===== src/design/mem_arb_settings.svh =====
`ifndef MEM_ARB_SETTINGS_SVH
`define MEM_ARB_SETTINGS_SVH

// Main memory depth in 32-bit words
`define MEM_WORDS 256

// Cycles from the first strobe cycle to ramhit
`define RAM_LATENCY 2

// Byte address width seen by all clients
`define ADDR_W 32

`endif


===== src/design/mem_arb_pkg.sv =====
`default_nettype none

`include "mem_arb_settings.svh"

package mem_arb_pkg;

  // RAM and cache datum
  typedef logic [31:0] word_t;

  // Scratchpad datum, high word at address plus 4
  typedef logic [63:0] dword_t;

  // Byte address, word aligned
  typedef logic [`ADDR_W-1:0] addr_t;

  // Arbiter states, one per RAM beat kind
  typedef enum logic [2:0] {
    IDLE        = 3'd0,
    SP_LOAD_LO  = 3'd1,
    SP_LOAD_HI  = 3'd2,
    SP_STORE_LO = 3'd3,
    SP_STORE_HI = 3'd4,
    DCACHE      = 3'd5,
    ICACHE      = 3'd6
  } arb_state_e;

endpackage

`default_nettype wire


===== src/design/req_if.sv =====
`timescale 1ns/1ps
`default_nettype none

interface req_if
  import mem_arb_pkg::*;
#(
  parameter type data_t = word_t
) ();

  // Held from acceptance until done is seen
  logic  pending;
  logic  wen;
  addr_t addr;
  data_t wdata;

  // One-cycle completion pulse with read data
  logic  done;
  data_t rdata;

  modport port (
    output pending, wen, addr, wdata,
    input  done, rdata
  );

  modport arbiter (
    input  pending, wen, addr, wdata,
    output done, rdata
  );

endinterface

`default_nettype wire


===== src/design/requester_port.sv =====
`timescale 1ns/1ps
`default_nettype none

module requester_port
  import mem_arb_pkg::*;
#(
  parameter type data_t = word_t
) (
  input  logic  CLK,
  input  logic  nRST,
  input  logic  req,
  input  logic  wen,
  input  addr_t addr,
  input  data_t wdata,
  output data_t rdata,
  output logic  client_wait,
  req_if.port   link
);

  logic  busy;
  logic  accept;
  logic  wen_q;
  addr_t addr_q;
  data_t wdata_q;
  data_t rdata_q;

  // A new request is only taken while idle
  assign accept = req && !busy;

  always_ff @(posedge CLK, negedge nRST) begin
    if (!nRST) begin
      busy    <= 1'b0;
      rdata_q <= '0;
    end else if (busy && link.done) begin
      busy <= 1'b0;
      // Keep the last read result for the client
      if (!wen_q) begin
        rdata_q <= link.rdata;
      end
    end else if (accept) begin
      busy <= 1'b1;
    end
  end

  // Request fields, stable for the whole access
  always_ff @(posedge CLK) begin
    if (accept) begin
      wen_q   <= wen;
      addr_q  <= addr;
      wdata_q <= wdata;
    end
  end

  assign link.pending = busy;
  assign link.wen     = wen_q;
  assign link.addr    = addr_q;
  assign link.wdata   = wdata_q;

  assign client_wait = busy;
  assign rdata       = rdata_q;

endmodule

`default_nettype wire

===== src/flat_wrapper.sv =====
// flat-port wrapper written by rule: the top's interface ports become plain ports
module requester_port_flat import mem_arb_pkg::*;
#(
  parameter type data_t = word_t
)
  (CLK, nRST, req, wen, addr, wdata, rdata, client_wait, link_pending, link_wen, link_addr, link_wdata, link_done, link_rdata);
  req_if #(.data_t(data_t)) link_i ();
  input  logic CLK;
  input  logic nRST;
  input  logic req;
  input  logic wen;
  input  addr_t addr;
  input  data_t wdata;
  output data_t rdata;
  output logic client_wait;
  output wire logic [$bits(link_i.pending)-1:0] link_pending;
  output wire logic [$bits(link_i.wen)-1:0] link_wen;
  output wire logic [$bits(link_i.addr)-1:0] link_addr;
  output wire logic [$bits(link_i.wdata)-1:0] link_wdata;
  input wire logic [$bits(link_i.done)-1:0] link_done;
  input wire logic [$bits(link_i.rdata)-1:0] link_rdata;
  assign link_pending = link_i.pending;
  assign link_wen = link_i.wen;
  assign link_addr = link_i.addr;
  assign link_wdata = link_i.wdata;
  assign link_i.done = link_done;
  assign link_i.rdata = link_rdata;
  requester_port #(.data_t(data_t)) u_core (.CLK(CLK), .nRST(nRST), .req(req), .wen(wen), .addr(addr), .wdata(wdata), .rdata(rdata), .client_wait(client_wait), .link(link_i));
endmodule

===== config.mk =====
export PLATFORM = sky130hd
export DESIGN_NAME = requester_port_flat
export DESIGN_NICKNAME = d
export VERILOG_FILES = /design/src/design/mem_arb_pkg.sv /design/src/design/req_if.sv /design/src/design/requester_port.sv /design/src/flat_wrapper.sv
export VERILOG_INCLUDE_DIRS = /design/src /design/src/design
export SDC_FILE = /design/constraint.sdc
export NUM_CORES = 1
export LEC_CHECK = 0
export BUFFER_PORTS_ARGS = -buffer_cell sky130_fd_sc_hd__buf_4
export CORE_MARGIN = 1.5
export CORE_UTILIZATION = 46
export DETAILED_ROUTE_END_ITERATION = 6
export PLACE_DENSITY = 0.84
export SLEW_MARGIN = 30
export SYNTH_ARGS = -nofsm -noshare
export SYNTH_HDL_FRONTEND = slang
export SYNTH_SLANG_ARGS = --single-unit

===== constraint.sdc =====
create_clock -name CLK -period 7.5 [get_ports CLK]
set_input_delay 0.375 -clock CLK [delete_from_list [all_inputs] [get_ports CLK]]
set_output_delay 0.375 -clock CLK [all_outputs]
set_load 0.02 [all_outputs]

# Word level (Yosys, flattened, before mapping)
# Index checks and enable logic that the tools add are counted.
[totals] in_bits=101 output_inout_bits=99 regBits=98
[classes] reduce_logical=5 bitwise_logic=1 muxes=2
[ops] op="1-bit logical AND" n=2
[ops] op="1-bit two-way mux" n=2
[ops] op="2-bit AND reduction" n=1
[ops] op="2-bit nonzero test" n=1
[ops] op="1-bit zero test" n=1
[ops] op="1-bit NOT" n=1

# Logic depth before layout (Yosys ltp)
[logic_depth] ltp_word=4 ltp_mapped=3 mapped_depth_nobuf=2

# Worst setup path after synthesis
# No wires, ideal clock.
[synth_path] path_kind="flip-flop to flip-flop" start="register u_core.busy (netlist: u_core.client_wait)" end="register u_core.addr_q[0] (netlist: u_core.link.addr[0]), enable pin" path_slack_ns=3.559 required_time_ns=7.004 setup_ns=0.496 arrival_ns=3.445 n_path_buf=0 path_stages_with_launch=2 cell_sequence="dfrtp_1 nor2b_1"
[synth_via] elab_chain_len=2
[synth_lines] element="start, declared" line_no="requester_port.sv:20" text="logic busy;"
[synth_lines] element="start signal, assigned" line_no="requester_port.sv:32" text="busy <= 1'b0;"
[synth_lines] element="start signal, assigned" line_no="requester_port.sv:35" text="busy <= 1'b0;"
[synth_lines] element="start signal, assigned" line_no="requester_port.sv:41" text="busy <= 1'b1;"
[synth_lines] element="1-bit zero test" line_no="requester_port.sv:28" text="assign accept = req && !busy;"
[synth_lines] element="1-bit logical AND" line_no="requester_port.sv:28"
[synth_lines] element="net u_core.accept" line_no="requester_port.sv:21" text="logic accept;"
[synth_lines] element="end signal, assigned" line_no="requester_port.sv:49" text="addr_q <= addr;"
[synth_lines] element="end, declared" line_no="requester_port.sv:23" text="addr_t addr_q;"
# The timed path passes the listed nets, and every way through them passes these cells.
# A chain may end at the register's enable or synchronous reset.

# Final worst setup path
[layout_path] start="register u_core.busy (netlist: u_core.client_wait)" end="register u_core.addr_q[20] (netlist: u_core.link.addr[20]), enable pin"
# The elaborated chain is that of the path after synthesis.

==> metrics.md <==
| Metric | Value |
|---|---|
| Status | finished clean |
| Slowest cell on crit path | buf_4 |
| Synth-to-layout area growth | 53.6% |
| 1st-iter DRT viols | 88 |
| Hold path cells | 1 |
| Final Max Slew Viols | 0 |
| ANT cells | 0 |
| Via count | 2085 |
| Switching share of total power | 29.3% |
| Starting Density | 48.2% |
| Vert. Die Dim | 88.1 um |
| Startpoint types | register |
| Die X | 88.1 um |
| Max FO, Critical Path | 52 |
| Total gr overflow | 0 |
| Final Setup Violations | 0 |
| Critical path depth | 2 |
| Post-CTS Hold Buffers | 1 |
| I/O pins | 200 |
| Area contributors post-synth | edfxtp_1 (59%), dfrtp_1 (25%), mux2_4 (14%), buf_6 (1.0%), mux2_2 (0.68%) |
| Post-synthesis cell type count | 10 |
| Worst-case reg-to-reg path depth | 2 |
| Simple-Gate Fraction of Synth Area | 0.789% |
| Die area | 7760 um2 |
| Share of layout cells above drive strength 1 | 71.2% |
| IO buf count | 199 |
| Post-CTS setup buffer count | 0 |
| Worst hold endpoint | u_core.link.addr[17] |
| GRT Total Usage | 21.5% |
| CTS tree | built |
| Clk root buf | clkbuf_8 |
| Core area | 6910 um2 |
| DP Wirelength | 6.63 mm |
| CP Data Required Time | 7.49 ns |
| NetSw | 0.409 mW |
| Clk buf depth | 2 |
| Total negative slack | 0 ns |
| Clock-pin slew on the worst setup and hold paths | 0.10 ns |
| Vias per inst | 4.66 |
| Most common cell after layout, fill and taps aside | buf_4 |
| Commonest non-fill, non-tap cells in the layout | buf_4 (200), edfxtp_1 (65), dfrtp_1 (33) |
| Clock power frac | 22.5% |
| Fillers | 461 |
| Cell taking the most area after synthesis | edfxtp_1 |
| DRC viols | 0 |
| Post-Syn Area | 3330 um2 |
| Data arrival, critical path | 1.82 ns |
| Placer Congestion | 0.699 |
| 1st-pass router iterations | 4 |
| DRT Wirelength | 8.52 mm |
| Worst hold start | addr[17] |
| Combinational Power Share | 26.9% |
| Worst-path cell chain | nor2b_4 > buf_4 |
| Largest family of logic cells by synthesized area | multiplexers |
| Max incr delay on CP | 0.60 ns |
| Sequential fraction of the synthesis area | 83.4% |
| Final net count | 447 |
| Worst R2R End | u_core.link.addr[20] |
| Synthesis-stage register bit count | 98 |
| Largest net degree at the start of global routing | 53 |
| RSZ-0062 raised after global routing | false |
| CP Launch Point | u_core.client_wait |
| Reg power frac | 50.6% |
| Post-synth top area share | 58.6% |
| Initial antenna violation count | 0 |
| H-tree depth | 3 |
| Kind of cell with the highest combined delay on the critical path | buffers and inverters |
| Syn Inst Count | 138 |
| Rel. slew slack | 58.6% |
| Final core utilization | 74.0% |
| Fmax | 546 MHz |
| Mean Syn Cell Area | 24.1 um2 |
| Clk sink count | 98 |
| Max_cap viols | 0 |
| Fin crit share | 24.4% |
| Total CTS buffers | 9 |
| Multiplexer share of the synthesized area | 14.2% |
| Worst reg-to-reg setup slack | 5.67 ns |
| Compound-Gate Fraction of Synth Area | 0.225% |
| Max Clock Skew | 0.0150 ns |
| Setup CP Type | reg -> reg |
| Vias in the first global route | 2138 |
| Power Dens Cells | 273 nW/um2 |
| Post-Synth XOR/XNOR Area | 0% |
| Post-synthesis adder-cell area fraction | 0% |
| Pleak | 2.39 nW |
| Worst min path class | in -> reg |
| # resized after CTS | 0 |
| Buf+Inv Stages, Crit Path | 1 |
| Row Count | 30 |
| Crit end category | register |
| Minimum clock period | 1.83 ns |
| Fin. Hold Viols | 0 |
| Post-route ant nets | 0 |
| Worst-Margin Slew | 0.621 ns |
| Average wire per standard cell | 19.1 um |
| Worst VDD drop | 0.156 mV |
| Synth Net Count | 239 |
| Internal | 0.989 mW |
| Worst R2R Start | u_core.client_wait |
| Yosys warnings | 0 |
| Clock latency on the worst-skew pair | 0.35 ns |
| First-pass GRT wire length | 11.8 mm |
-- power groups by stage --
stage	Clock [mW]	Sequential, mW	Combinational (mW)
global route	0.340	0.716	0.395
floorplan	0	0.812	0.0967
finish	0.314	0.707	0.376
detailed placement	0	0.717	0.381
CTS	0.321	0.708	0.381
global placement	0	0.715	0.372
-- worst max-delay path by stage --
stage	to	slack [ns]
final	u_core.link.addr[20]	5.67
after global routing	u_core.link.wdata[24]	5.56
after CTS	u_core.link.addr[26]	5.66
after detailed placement	u_core.link.addr[7]	5.67
after global placement	u_core.link.wdata[26]	5.72
after floorplan	u_core.link.addr[0]	3.56
-- sequential cells by signal, summed over array words and instances, names as in the netlist --
register / cells
u_core.link.wdata: 32
u_core.client_wait: 1
u_core.link.wen: 1
u_core.rdata: 32
u_core.link.addr: 32
-- area by class of cell --
cell class / count / area (um2) / share of cell area (%)
inverters: 1 / 3.75 / 0.0734
well taps: 96 / 120 / 2.35
clock buffers: 9 / 124 / 2.42
repair buffers: 201 / 1510 / 29.6
clock inverters: 7 / 61.3 / 1.20
flip-flops and latches: 98 / 2780 / 54.3
multi-input cells: 35 / 514 / 10.1
-- per-stage QoR --
stage               std cells  area [um2]  hold WS, ns  power (mW)  setup slack (ns)
floorplan                 138        3330       0.0794       0.908              3.56
global placement          430        4920        0.336        1.09              5.72
detailed placement        430        4920        0.338        1.10              5.67
CTS                       447        5110        0.179        1.41              5.66
global route              447        5110        0.171        1.45              5.56
finish                    447        5110        0.191        1.40              5.67
-- cells in the mapped netlist --
cell / instances
edfxtp_1: 65
mux2_2: 2
nor2b_1: 1
inv_1: 1
nand3b_4: 1
a21o_1: 1
dfrtp_1: 33
mux2_4: 30
buf_4: 1
buf_6: 3
-- kinds of logic (layout without fill, tap and decap cells) --
logic type	after synthesis	after routing
AO/OA/AOI/OAI	1	1
buffers and inverters	5	218
flip-flops	98	98
multiplexers	32	32
AND/OR/NAND/NOR	2	2
-- per-layer routing --
layer	GRT usage, %	vias to the layer above	part of all wire [%]
li1	-	935	-
met2	39.5	129	55
met3	7.07	14	9.2
met1	23.0	1007	34
met5	0	-	0
met4	7.67	0	1.7
(Power assumes the default switching activity.)
