[config.mk]
export PLATFORM = sky130hd
export DESIGN_NAME = memory_arbiter_flat
export DESIGN_NICKNAME = d
export VERILOG_FILES = /design/src/design/mem_arb_pkg.sv /design/src/design/ram_if.sv /design/src/design/req_if.sv /design/src/design/memory_arbiter.sv /design/src/flat_wrapper.sv
export VERILOG_INCLUDE_DIRS = /design/src /design/src/design
export SDC_FILE = /design/constraint.sdc
export NUM_CORES = 1
export LEC_CHECK = 0
export ABC_AREA = 1
export BUFFER_PORTS_ARGS = -buffer_cell sky130_fd_sc_hd__buf_2
export CORE_AREA = 5 5 151 153
export DETAILED_ROUTE_END_ITERATION = 16
export DIE_AREA = 0 0 156 158
export GPL_TIMING_DRIVEN = 1
export PLACE_DENSITY = 0.48
export RECOVER_POWER = 50
export REMOVE_ABC_BUFFERS = 1
export SLEW_MARGIN = 40
export SYNTH_ARGS = -nofsm -noshare
export SYNTH_HDL_FRONTEND = slang
export SYNTH_SLANG_ARGS = --single-unit
export TNS_END_PERCENT = 30
[constraint.sdc]
create_clock -name CLK -period 3.1 [get_ports CLK]
set_input_delay 0.31 -clock CLK [delete_from_list [all_inputs] [get_ports CLK]]
set_output_delay 0.31 -clock CLK [all_outputs]
set_load 0.1 [all_outputs]
[src/design/mem_arb_settings.svh]
`ifndef MEM_ARB_SETTINGS_SVH
`define MEM_ARB_SETTINGS_SVH

// Main memory depth in 32-bit words
`define MEM_WORDS 256

// Cycles from the first strobe cycle to ramhit
`define RAM_LATENCY 2

// Byte address width seen by all clients
`define ADDR_W 32

`endif

[src/design/mem_arb_pkg.sv]
`default_nettype none

`include "mem_arb_settings.svh"

package mem_arb_pkg;

  // RAM and cache datum
  typedef logic [31:0] word_t;

  // Scratchpad datum, high word at address plus 4
  typedef logic [63:0] dword_t;

  // Byte address, word aligned
  typedef logic [`ADDR_W-1:0] addr_t;

  // Arbiter states, one per RAM beat kind
  typedef enum logic [2:0] {
    IDLE        = 3'd0,
    SP_LOAD_LO  = 3'd1,
    SP_LOAD_HI  = 3'd2,
    SP_STORE_LO = 3'd3,
    SP_STORE_HI = 3'd4,
    DCACHE      = 3'd5,
    ICACHE      = 3'd6
  } arb_state_e;

endpackage

`default_nettype wire

[src/design/ram_if.sv]
`timescale 1ns/1ps
`default_nettype none

interface ram_if
  import mem_arb_pkg::*;
();

  // Strobes, held until the ramhit cycle
  logic  REN;
  logic  WEN;
  // Word address and write data
  addr_t sel;
  word_t wdat;
  // Read data, valid while ramhit is high
  word_t rdat;
  logic  ramhit;

  modport arbiter (
    output REN, WEN, sel, wdat,
    input  rdat, ramhit
  );

  modport memory (
    input  REN, WEN, sel, wdat,
    output rdat, ramhit
  );

endinterface

`default_nettype wire

[src/design/req_if.sv]
`timescale 1ns/1ps
`default_nettype none

interface req_if
  import mem_arb_pkg::*;
#(
  parameter type data_t = word_t
) ();

  // Held from acceptance until done is seen
  logic  pending;
  logic  wen;
  addr_t addr;
  data_t wdata;

  // One-cycle completion pulse with read data
  logic  done;
  data_t rdata;

  modport port (
    output pending, wen, addr, wdata,
    input  done, rdata
  );

  modport arbiter (
    input  pending, wen, addr, wdata,
    output done, rdata
  );

endinterface

`default_nettype wire

[src/design/memory_arbiter.sv]
`timescale 1ns/1ps
`default_nettype none

module memory_arbiter
  import mem_arb_pkg::*;
(
  input logic    CLK,
  input logic    nRST,
  req_if.arbiter sp,
  req_if.arbiter dc,
  req_if.arbiter ic,
  ram_if.arbiter ram
);

  arb_state_e state;
  arb_state_e state_next;

  // Byte address of the current beat
  addr_t beat_addr;
  // Low word of a scratchpad load, kept for the high beat
  word_t lo_q;

  always_ff @(posedge CLK, negedge nRST) begin
    if (!nRST) begin
      state <= IDLE;
    end else begin
      state <= state_next;
    end
  end

  // Fixed priority, evaluated only in IDLE
  always_comb begin
    state_next = state;
    unique case (state)
      IDLE: begin
        if (sp.pending && !sp.wen) begin
          state_next = SP_LOAD_LO;
        end else if (sp.pending && sp.wen) begin
          state_next = SP_STORE_LO;
        end else if (dc.pending) begin
          state_next = DCACHE;
        end else if (ic.pending) begin
          state_next = ICACHE;
        end
      end
      SP_LOAD_LO: begin
        if (ram.ramhit) begin
          state_next = SP_LOAD_HI;
        end
      end
      SP_STORE_LO: begin
        if (ram.ramhit) begin
          state_next = SP_STORE_HI;
        end
      end
      SP_LOAD_HI, SP_STORE_HI, DCACHE, ICACHE: begin
        if (ram.ramhit) begin
          state_next = IDLE;
        end
      end
      default: begin
        state_next = IDLE;
      end
    endcase
  end

  // Strobe, address and write data for the current beat
  always_comb begin
    ram.REN   = 1'b0;
    ram.WEN   = 1'b0;
    ram.wdat  = '0;
    beat_addr = '0;
    unique case (state)
      SP_LOAD_LO: begin
        ram.REN   = 1'b1;
        beat_addr = sp.addr;
      end
      SP_LOAD_HI: begin
        ram.REN   = 1'b1;
        beat_addr = sp.addr + addr_t'(4);
      end
      SP_STORE_LO: begin
        ram.WEN   = 1'b1;
        ram.wdat  = sp.wdata[31:0];
        beat_addr = sp.addr;
      end
      SP_STORE_HI: begin
        ram.WEN   = 1'b1;
        ram.wdat  = sp.wdata[63:32];
        beat_addr = sp.addr + addr_t'(4);
      end
      DCACHE: begin
        ram.REN   = !dc.wen;
        ram.WEN   = dc.wen;
        ram.wdat  = dc.wdata;
        beat_addr = dc.addr;
      end
      ICACHE: begin
        ram.REN   = 1'b1;
        beat_addr = ic.addr;
      end
      default: begin
        beat_addr = '0;
      end
    endcase
  end

  // RAM is word addressed
  assign ram.sel = beat_addr >> 2;

  always_ff @(posedge CLK) begin
    if (state == SP_LOAD_LO && ram.ramhit) begin
      lo_q <= ram.rdat;
    end
  end

  // Done goes out with the final ramhit of an access
  assign sp.done = ram.ramhit && (state == SP_LOAD_HI || state == SP_STORE_HI);
  assign dc.done = ram.ramhit && (state == DCACHE);
  assign ic.done = ram.ramhit && (state == ICACHE);

  // High beat arrives last, low word comes from the held register
  assign sp.rdata = {ram.rdat, lo_q};
  assign dc.rdata = ram.rdat;
  assign ic.rdata = ram.rdat;

endmodule

`default_nettype wire

[src/flat_wrapper.sv]
// flat-port wrapper written by rule: the top's interface ports become plain ports
module memory_arbiter_flat import mem_arb_pkg::*;
  (CLK, nRST, sp_pending, sp_wen, sp_addr, sp_wdata, sp_done, sp_rdata, dc_pending, dc_wen, dc_addr, dc_wdata, dc_done, dc_rdata, ic_pending, ic_wen, ic_addr, ic_wdata, ic_done, ic_rdata, ram_REN, ram_WEN, ram_sel, ram_wdat, ram_rdat, ram_ramhit);
  req_if sp_i ();
  req_if dc_i ();
  req_if ic_i ();
  ram_if ram_i ();
  input logic CLK;
  input logic nRST;
  input wire logic [$bits(sp_i.pending)-1:0] sp_pending;
  input wire logic [$bits(sp_i.wen)-1:0] sp_wen;
  input wire logic [$bits(sp_i.addr)-1:0] sp_addr;
  input wire logic [$bits(sp_i.wdata)-1:0] sp_wdata;
  output wire logic [$bits(sp_i.done)-1:0] sp_done;
  output wire logic [$bits(sp_i.rdata)-1:0] sp_rdata;
  input wire logic [$bits(dc_i.pending)-1:0] dc_pending;
  input wire logic [$bits(dc_i.wen)-1:0] dc_wen;
  input wire logic [$bits(dc_i.addr)-1:0] dc_addr;
  input wire logic [$bits(dc_i.wdata)-1:0] dc_wdata;
  output wire logic [$bits(dc_i.done)-1:0] dc_done;
  output wire logic [$bits(dc_i.rdata)-1:0] dc_rdata;
  input wire logic [$bits(ic_i.pending)-1:0] ic_pending;
  input wire logic [$bits(ic_i.wen)-1:0] ic_wen;
  input wire logic [$bits(ic_i.addr)-1:0] ic_addr;
  input wire logic [$bits(ic_i.wdata)-1:0] ic_wdata;
  output wire logic [$bits(ic_i.done)-1:0] ic_done;
  output wire logic [$bits(ic_i.rdata)-1:0] ic_rdata;
  output wire logic [$bits(ram_i.REN)-1:0] ram_REN;
  output wire logic [$bits(ram_i.WEN)-1:0] ram_WEN;
  output wire logic [$bits(ram_i.sel)-1:0] ram_sel;
  output wire logic [$bits(ram_i.wdat)-1:0] ram_wdat;
  input wire logic [$bits(ram_i.rdat)-1:0] ram_rdat;
  input wire logic [$bits(ram_i.ramhit)-1:0] ram_ramhit;
  assign sp_i.pending = sp_pending;
  assign sp_i.wen = sp_wen;
  assign sp_i.addr = sp_addr;
  assign sp_i.wdata = sp_wdata;
  assign sp_done = sp_i.done;
  assign sp_rdata = sp_i.rdata;
  assign dc_i.pending = dc_pending;
  assign dc_i.wen = dc_wen;
  assign dc_i.addr = dc_addr;
  assign dc_i.wdata = dc_wdata;
  assign dc_done = dc_i.done;
  assign dc_rdata = dc_i.rdata;
  assign ic_i.pending = ic_pending;
  assign ic_i.wen = ic_wen;
  assign ic_i.addr = ic_addr;
  assign ic_i.wdata = ic_wdata;
  assign ic_done = ic_i.done;
  assign ic_rdata = ic_i.rdata;
  assign ram_REN = ram_i.REN;
  assign ram_WEN = ram_i.WEN;
  assign ram_sel = ram_i.sel;
  assign ram_wdat = ram_i.wdat;
  assign ram_i.rdat = ram_rdat;
  assign ram_i.ramhit = ram_ramhit;
  memory_arbiter u_core (.CLK(CLK), .nRST(nRST), .sp(sp_i), .dc(dc_i), .ic(ic_i), .ram(ram_i));
endmodule
### After elaboration in Yosys (flattened, before gate mapping)

Cells that the tools add are included.

| word-level totals | value |
|---|---|
| flip-flop bits (word level) | 35 |
| input port bits | 233 |
| logic and storage cells | 41 |

| cells by class | value |
|---|---|
| add/sub/neg operators | 1 |
| eq/ne operators | 10 |
| mux-type cells | 12 |
| reductions and logical operators | 16 |

Operators with widths:

| kind | count |
|---|---|
| case mux 32 bit (4 select lines) | 1 |
| case mux 32 bit (3 select lines) | 1 |
| adder 32 x 3 -> 32 bit (second input constant) | 1 |
| two-way mux 3 bit | 7 |
| case mux 3 bit (4 select lines) | 1 |
| == test 3 bit (second input constant) | 3 |
| == test 3 x 2 -> 1 bit (second input constant) | 2 |
| logical AND 1 bit | 6 |
| inequality test 2 bit (second input constant) | 3 |
| OR reduction 2 bit | 3 |
| inequality test 5 x 3 -> 1 bit (second input constant) | 1 |
| case mux 1 bit (2 select lines) | 2 |
| AND reduction 4 bit | 1 |
| OR reduction 4 bit | 1 |
| == test 3 x 1 -> 1 bit (second input constant) | 1 |
| zero test 3 bit | 1 |
| OR reduction 3 bit | 1 |
| zero test 1 bit | 2 |
| logical OR 1 bit | 1 |

### Depth between registers and ports, before layout

| depth | value |
|---|---|
| word-level depth | 5 |
| gate-level depth with buffers | 9 |

### Worst setup path after synthesis

No wires, ideal clock.

| timing | value |
|---|---|
| path type | flip-flop to output port |
| start | reg u_core.state[1] |
| end | out ram_sel[0] |
| data arrival time | 3.030 ns |
| data required time | 2.790 ns |
| path slack | -0.240 ns |
| stages on the path, launching flop included | 7 |
| cell sequence | dfrtp_1 > buf_6 > nor2_1 > nand2_1 > o21ai_4 > inv_2 > o21ai_0 |

| on the way | value |
|---|---|
| cells in the longest elaborated chain, start to end | 3 |

Ends and longest elaborated chain:

| what | RTL line | source |
|---|---|---|
| start, declared | memory_arbiter.sv:15 | `arb_state_e state;` |
| start signal, assigned | memory_arbiter.sv:27 | `state <= state_next;` |
| == test 3 bit, or another cell as far along | memory_arbiter.sv:73 | `unique case (state)` |
| OR reduction 2 bit (no line) | -- |  |
| case mux 32 bit (4 select lines) * | memory_arbiter.sv:73 |  |
| end, declared | flat_wrapper.sv:30 | `output wire logic [$bits(ram_i.sel)-1:0] ram_sel;` |

Every way passes the cells marked *; elsewhere a longest branch is shown, timed or not.

### Worst setup path in the final report

| timing | value |
|---|---|
| start | reg u_core.state[1] |
| end | out sp_done |

| on the way | value |
|---|---|
| cells in the longest elaborated chain, start to end | 3 |

Ends and longest elaborated chain:

| what | RTL line | source |
|---|---|---|
| == test 3 x 2 -> 1 bit / == test 3 bit (equally long branches) | memory_arbiter.sv:118 | `assign sp.done = ram.ramhit && (state == SP_LOAD_HI \|\| state == SP_STORE_HI);` |
| logical OR 1 bit * | memory_arbiter.sv:118 |  |
| logical AND 1 bit * | memory_arbiter.sv:118 |  |
| end, declared | flat_wrapper.sv:14 | `output wire logic [$bits(sp_i.done)-1:0] sp_done;` |

Marks and branches as above.

==> results.json <==
{
  "htree_levels": 2,
  "antennaDiodeCount": 0,
  "crit_type": "flop to output pin",
  "final_hold_viol_count": 0,
  "grt_max_degree": 37,
  "synth_top_family_by_area": "simple AND/OR/NAND/NOR gates",
  "area_growth_pct": 53.8,
  "dpl.hpwl_um": 15800,
  "placed_cell_area_um2": 5820,
  "switchingPower_w": 0.00531,
  "cts_sinks": 35,
  "drv_slew": 0,
  "fin_util_pct": 27.2,
  "dieArea_um2": 24600,
  "ys_types": 31,
  "synth_edf_count": 32,
  "syn_area_um2": 3790,
  "cap_violations": 0,
  "grt_pass1_wl_um": 25500,
  "crit_fanout": 25,
  "fin_crit_ps": 2820,
  "yosysWarnings": 0,
  "track_usage_pct": 13.3,
  "worstPathCellList": "nand2_1, o21ai_4, inv_2, nor2_1, buf_2",
  "cts_buffers": 5,
  "yosys.area.top_type": "edfxtp_1",
  "power.share.clock_pct": 5.9,
  "hold_buffers": 1,
  "sequentialPowerShare_pct": 8.4,
  "tightest_slew_ps": 1250,
  "synth_compound_gate_area_share_pct": 18.2,
  "r2r-end": "u_core.sp.rdata[7]",
  "startpoint_type": "flop",
  "outcome": "completed",
  "worstSetupStartpoint": "u_core.state[1]",
  "cts_setup_buffers": 0,
  "gr-max-usage-layer": "met2",
  "crit_required_ps": 2790,
  "r2r_slack_ps": 1370,
  "port_buffers": 356,
  "row_count": 54,
  "synth_mux_area_share_pct": 0,
  "drt-total-wl_um": 18100,
  "detail-route-antenna-nets": 0,
  "seq_area_frac_synth_pct": 27.3,
  "synthSimpleGateAreaFrac_pct": 31.5,
  "num_vias": 4637,
  "clock-root-buffer": "clkbuf_16",
  "fin_area_um2": 5830,
  "die_y_um": 158,
  "slew_headroom_pct": 16.8,
  "p_leak_nw": 2.69,
  "nets": 1069,
  "synthXorXnorAreaFrac_pct": 0,
  "synth_most_common_cell": "nand2_1",
  "coreArea_um2": 21400,
  "drc": 0,
  "crit_path_end_kind": "output pin",
  "ys_seq_elements": 35,
  "power_density_nw_per_um2": 1350,
  "hp-class": "input pin to flop",
  "grt_use_met3_pct": 3.39,
  "post-route-period-util_pct": 90.8,
  "clkLatencyLatePin_ps": 280,
  "crit_buf_inv": 2,
  "synth_top_area_share_pct": 25.4,
  "synth-main-ff-cell": "edfxtp_1",
  "synthAdderAreaFrac_pct": 0.330,
  "drive_gt1_share_pct": 34.9,
  "fin_skew_ps": 9.11,
  "syn_avg_cell_area_um2": 6.89,
  "grt_util_met2_pct": 23.8,
  "place_congestion": 0.830,
  "io_pins": 398,
  "power_w": 0.00789,
  "initial_utilization_pct": 17.7,
  "fmax_mhz": 355,
  "viasPerCell": 4.16,
  "cp_slowest_stage_delay_ps": 630,
  "min_from": "ram_rdat[4]",
  "clkTransAtPathRegs_ps": 60,
  "rsz0062_at_grt": "false",
  "met1_usage_pct": 16.8,
  "finalSetupViolCount": 0,
  "die_x_um": 156,
  "arrival_ps": 2510,
  "ff2ff_path_depth": 4,
  "cts_resized": 0,
  "drt_pre_antenna_iters": 4,
  "tritoncts": "done",
  "synth_cells": 550,
  "synthArstFlopShare_pct": 8.57,
  "cp-endpoint": "sp_done",
  "synthTopCellsByCount": "nand2_1, buf_4, inv_1",
  "first_iter_violations": 262,
  "grt_overflow": 0,
  "clockBufferDepth": 2,
  "p_sw_share_pct": 67.3,
  "peakVddDrop_mv": 0.805,
  "p_int_w": 0.00258,
  "p_comb_share_pct": 85.6,
  "reg2reg_from": "u_core.state[2]",
  "wl_per_cell_um": 16.2,
  "path_delay_family": "buffers and inverters",
  "cp.depth": 5,
  "antenna_found_initial": 4,
  "grt_pass1_vias": 4257,
  "slowest_stage": "o21ai_4",
  "ys_top_cells_by_area": "edfxtp_1, nand2_1, buf_4, a32o_1, inv_1"
}
## how the worst min path moves through the flow
stage / endpoint / slack, ps / depth (start not counted)
after floorplan: u_core.state[0] / 10 / 0
after global placement: u_core.state[0] / 110 / 1
after detailed placement: u_core.state[0] / 110 / 1
after CTS: u_core.sp.rdata[4] / 220 / 1
after global routing: u_core.sp.rdata[4] / 260 / 1
final: u_core.sp.rdata[4] / 250 / 1
## per-layer routing
layer	up-vias	wire length, µm
met1	2069	7520
met3	15	1610
li1	2344	-
met2	201	8830
met4	8	102
met5	-	59
## cell type report
type | count | area (µm²)
Fill cell | 2495 | 15600
Timing Repair Buffer | 364 | 2160
Multi-Input combinational cell | 368 | 1910
Sequential cell | 35 | 1040
Tap cell | 280 | 350
Inverter | 61 | 231
Clock buffer | 6 | 129
Clock inverter | 2 | 12.5
## kinds of logic (layout without fill, tap and decap cells)
kind of cell	count (synthesis)	after routing
adders and majority gates	1	1
AOI/OAI and AO/OA	98	98
other	1	2
buffers and inverters	148	433
and+or+nand+nor	267	267
DFF	35	35
## power by group through the flow
stage	registers (W)	logic [W]	clock network [W]
finish	0.000664	0.00675	0.000468
global route	0.000674	0.00702	0.000502
CTS	0.000664	0.00686	0.000488
detailed placement	0.000674	0.00685	0
global placement	0.000672	0.00684	0
floorplan	0.00102	0.00401	0
## registers in the layout, indices dropped and copies added (netlist names)
name,flops
u_core.state,3
u_core.sp.rdata,32
## metrics by stage
step	cells	TNS, ps	hold slack [ps]	worst slack, ps
after global placement	1106	0	115	491
after detailed placement	1107	0	115	457
after global routing	1116	0	259	82.5
after CTS	1116	0	219	148
final	1116	0	254	284
after floorplan	464	-1030	14.4	-538
## worst register-to-register path, cell delays in order, from the launching register on
cell,delay [ps]
dfrtp_1,530
nor2_4,150
nand2_1,140
nor2_4,360
buf_8,240
## placed cells by master, fill, tap and decap left out, types with 2 or more instances in the layout
cell type  netlist  final
a21oi_1         25     25
a32o_1          32     32
buf_12           0     30
buf_2           10    212
buf_4           70      6
clkbuf_1         4    115
clkbuf_16        0      5
conb_1           1      2
dfrtp_1          3      3
edfxtp_1        32     32
inv_1           56     56
inv_2            4      4
nand2_1        149    149
nand2_2          7      7
nand3_1         37     37
nand4_1          7      7
nor2_1          43     42
nor2_2           7      7
nor2_4           9     10
o2111ai_1        4      4
o211ai_1         3      3
o21ai_0         17     17
o21ai_1         14     14
or2_2            5      5
No activity file was read; power rests on OpenSTA's default activity.
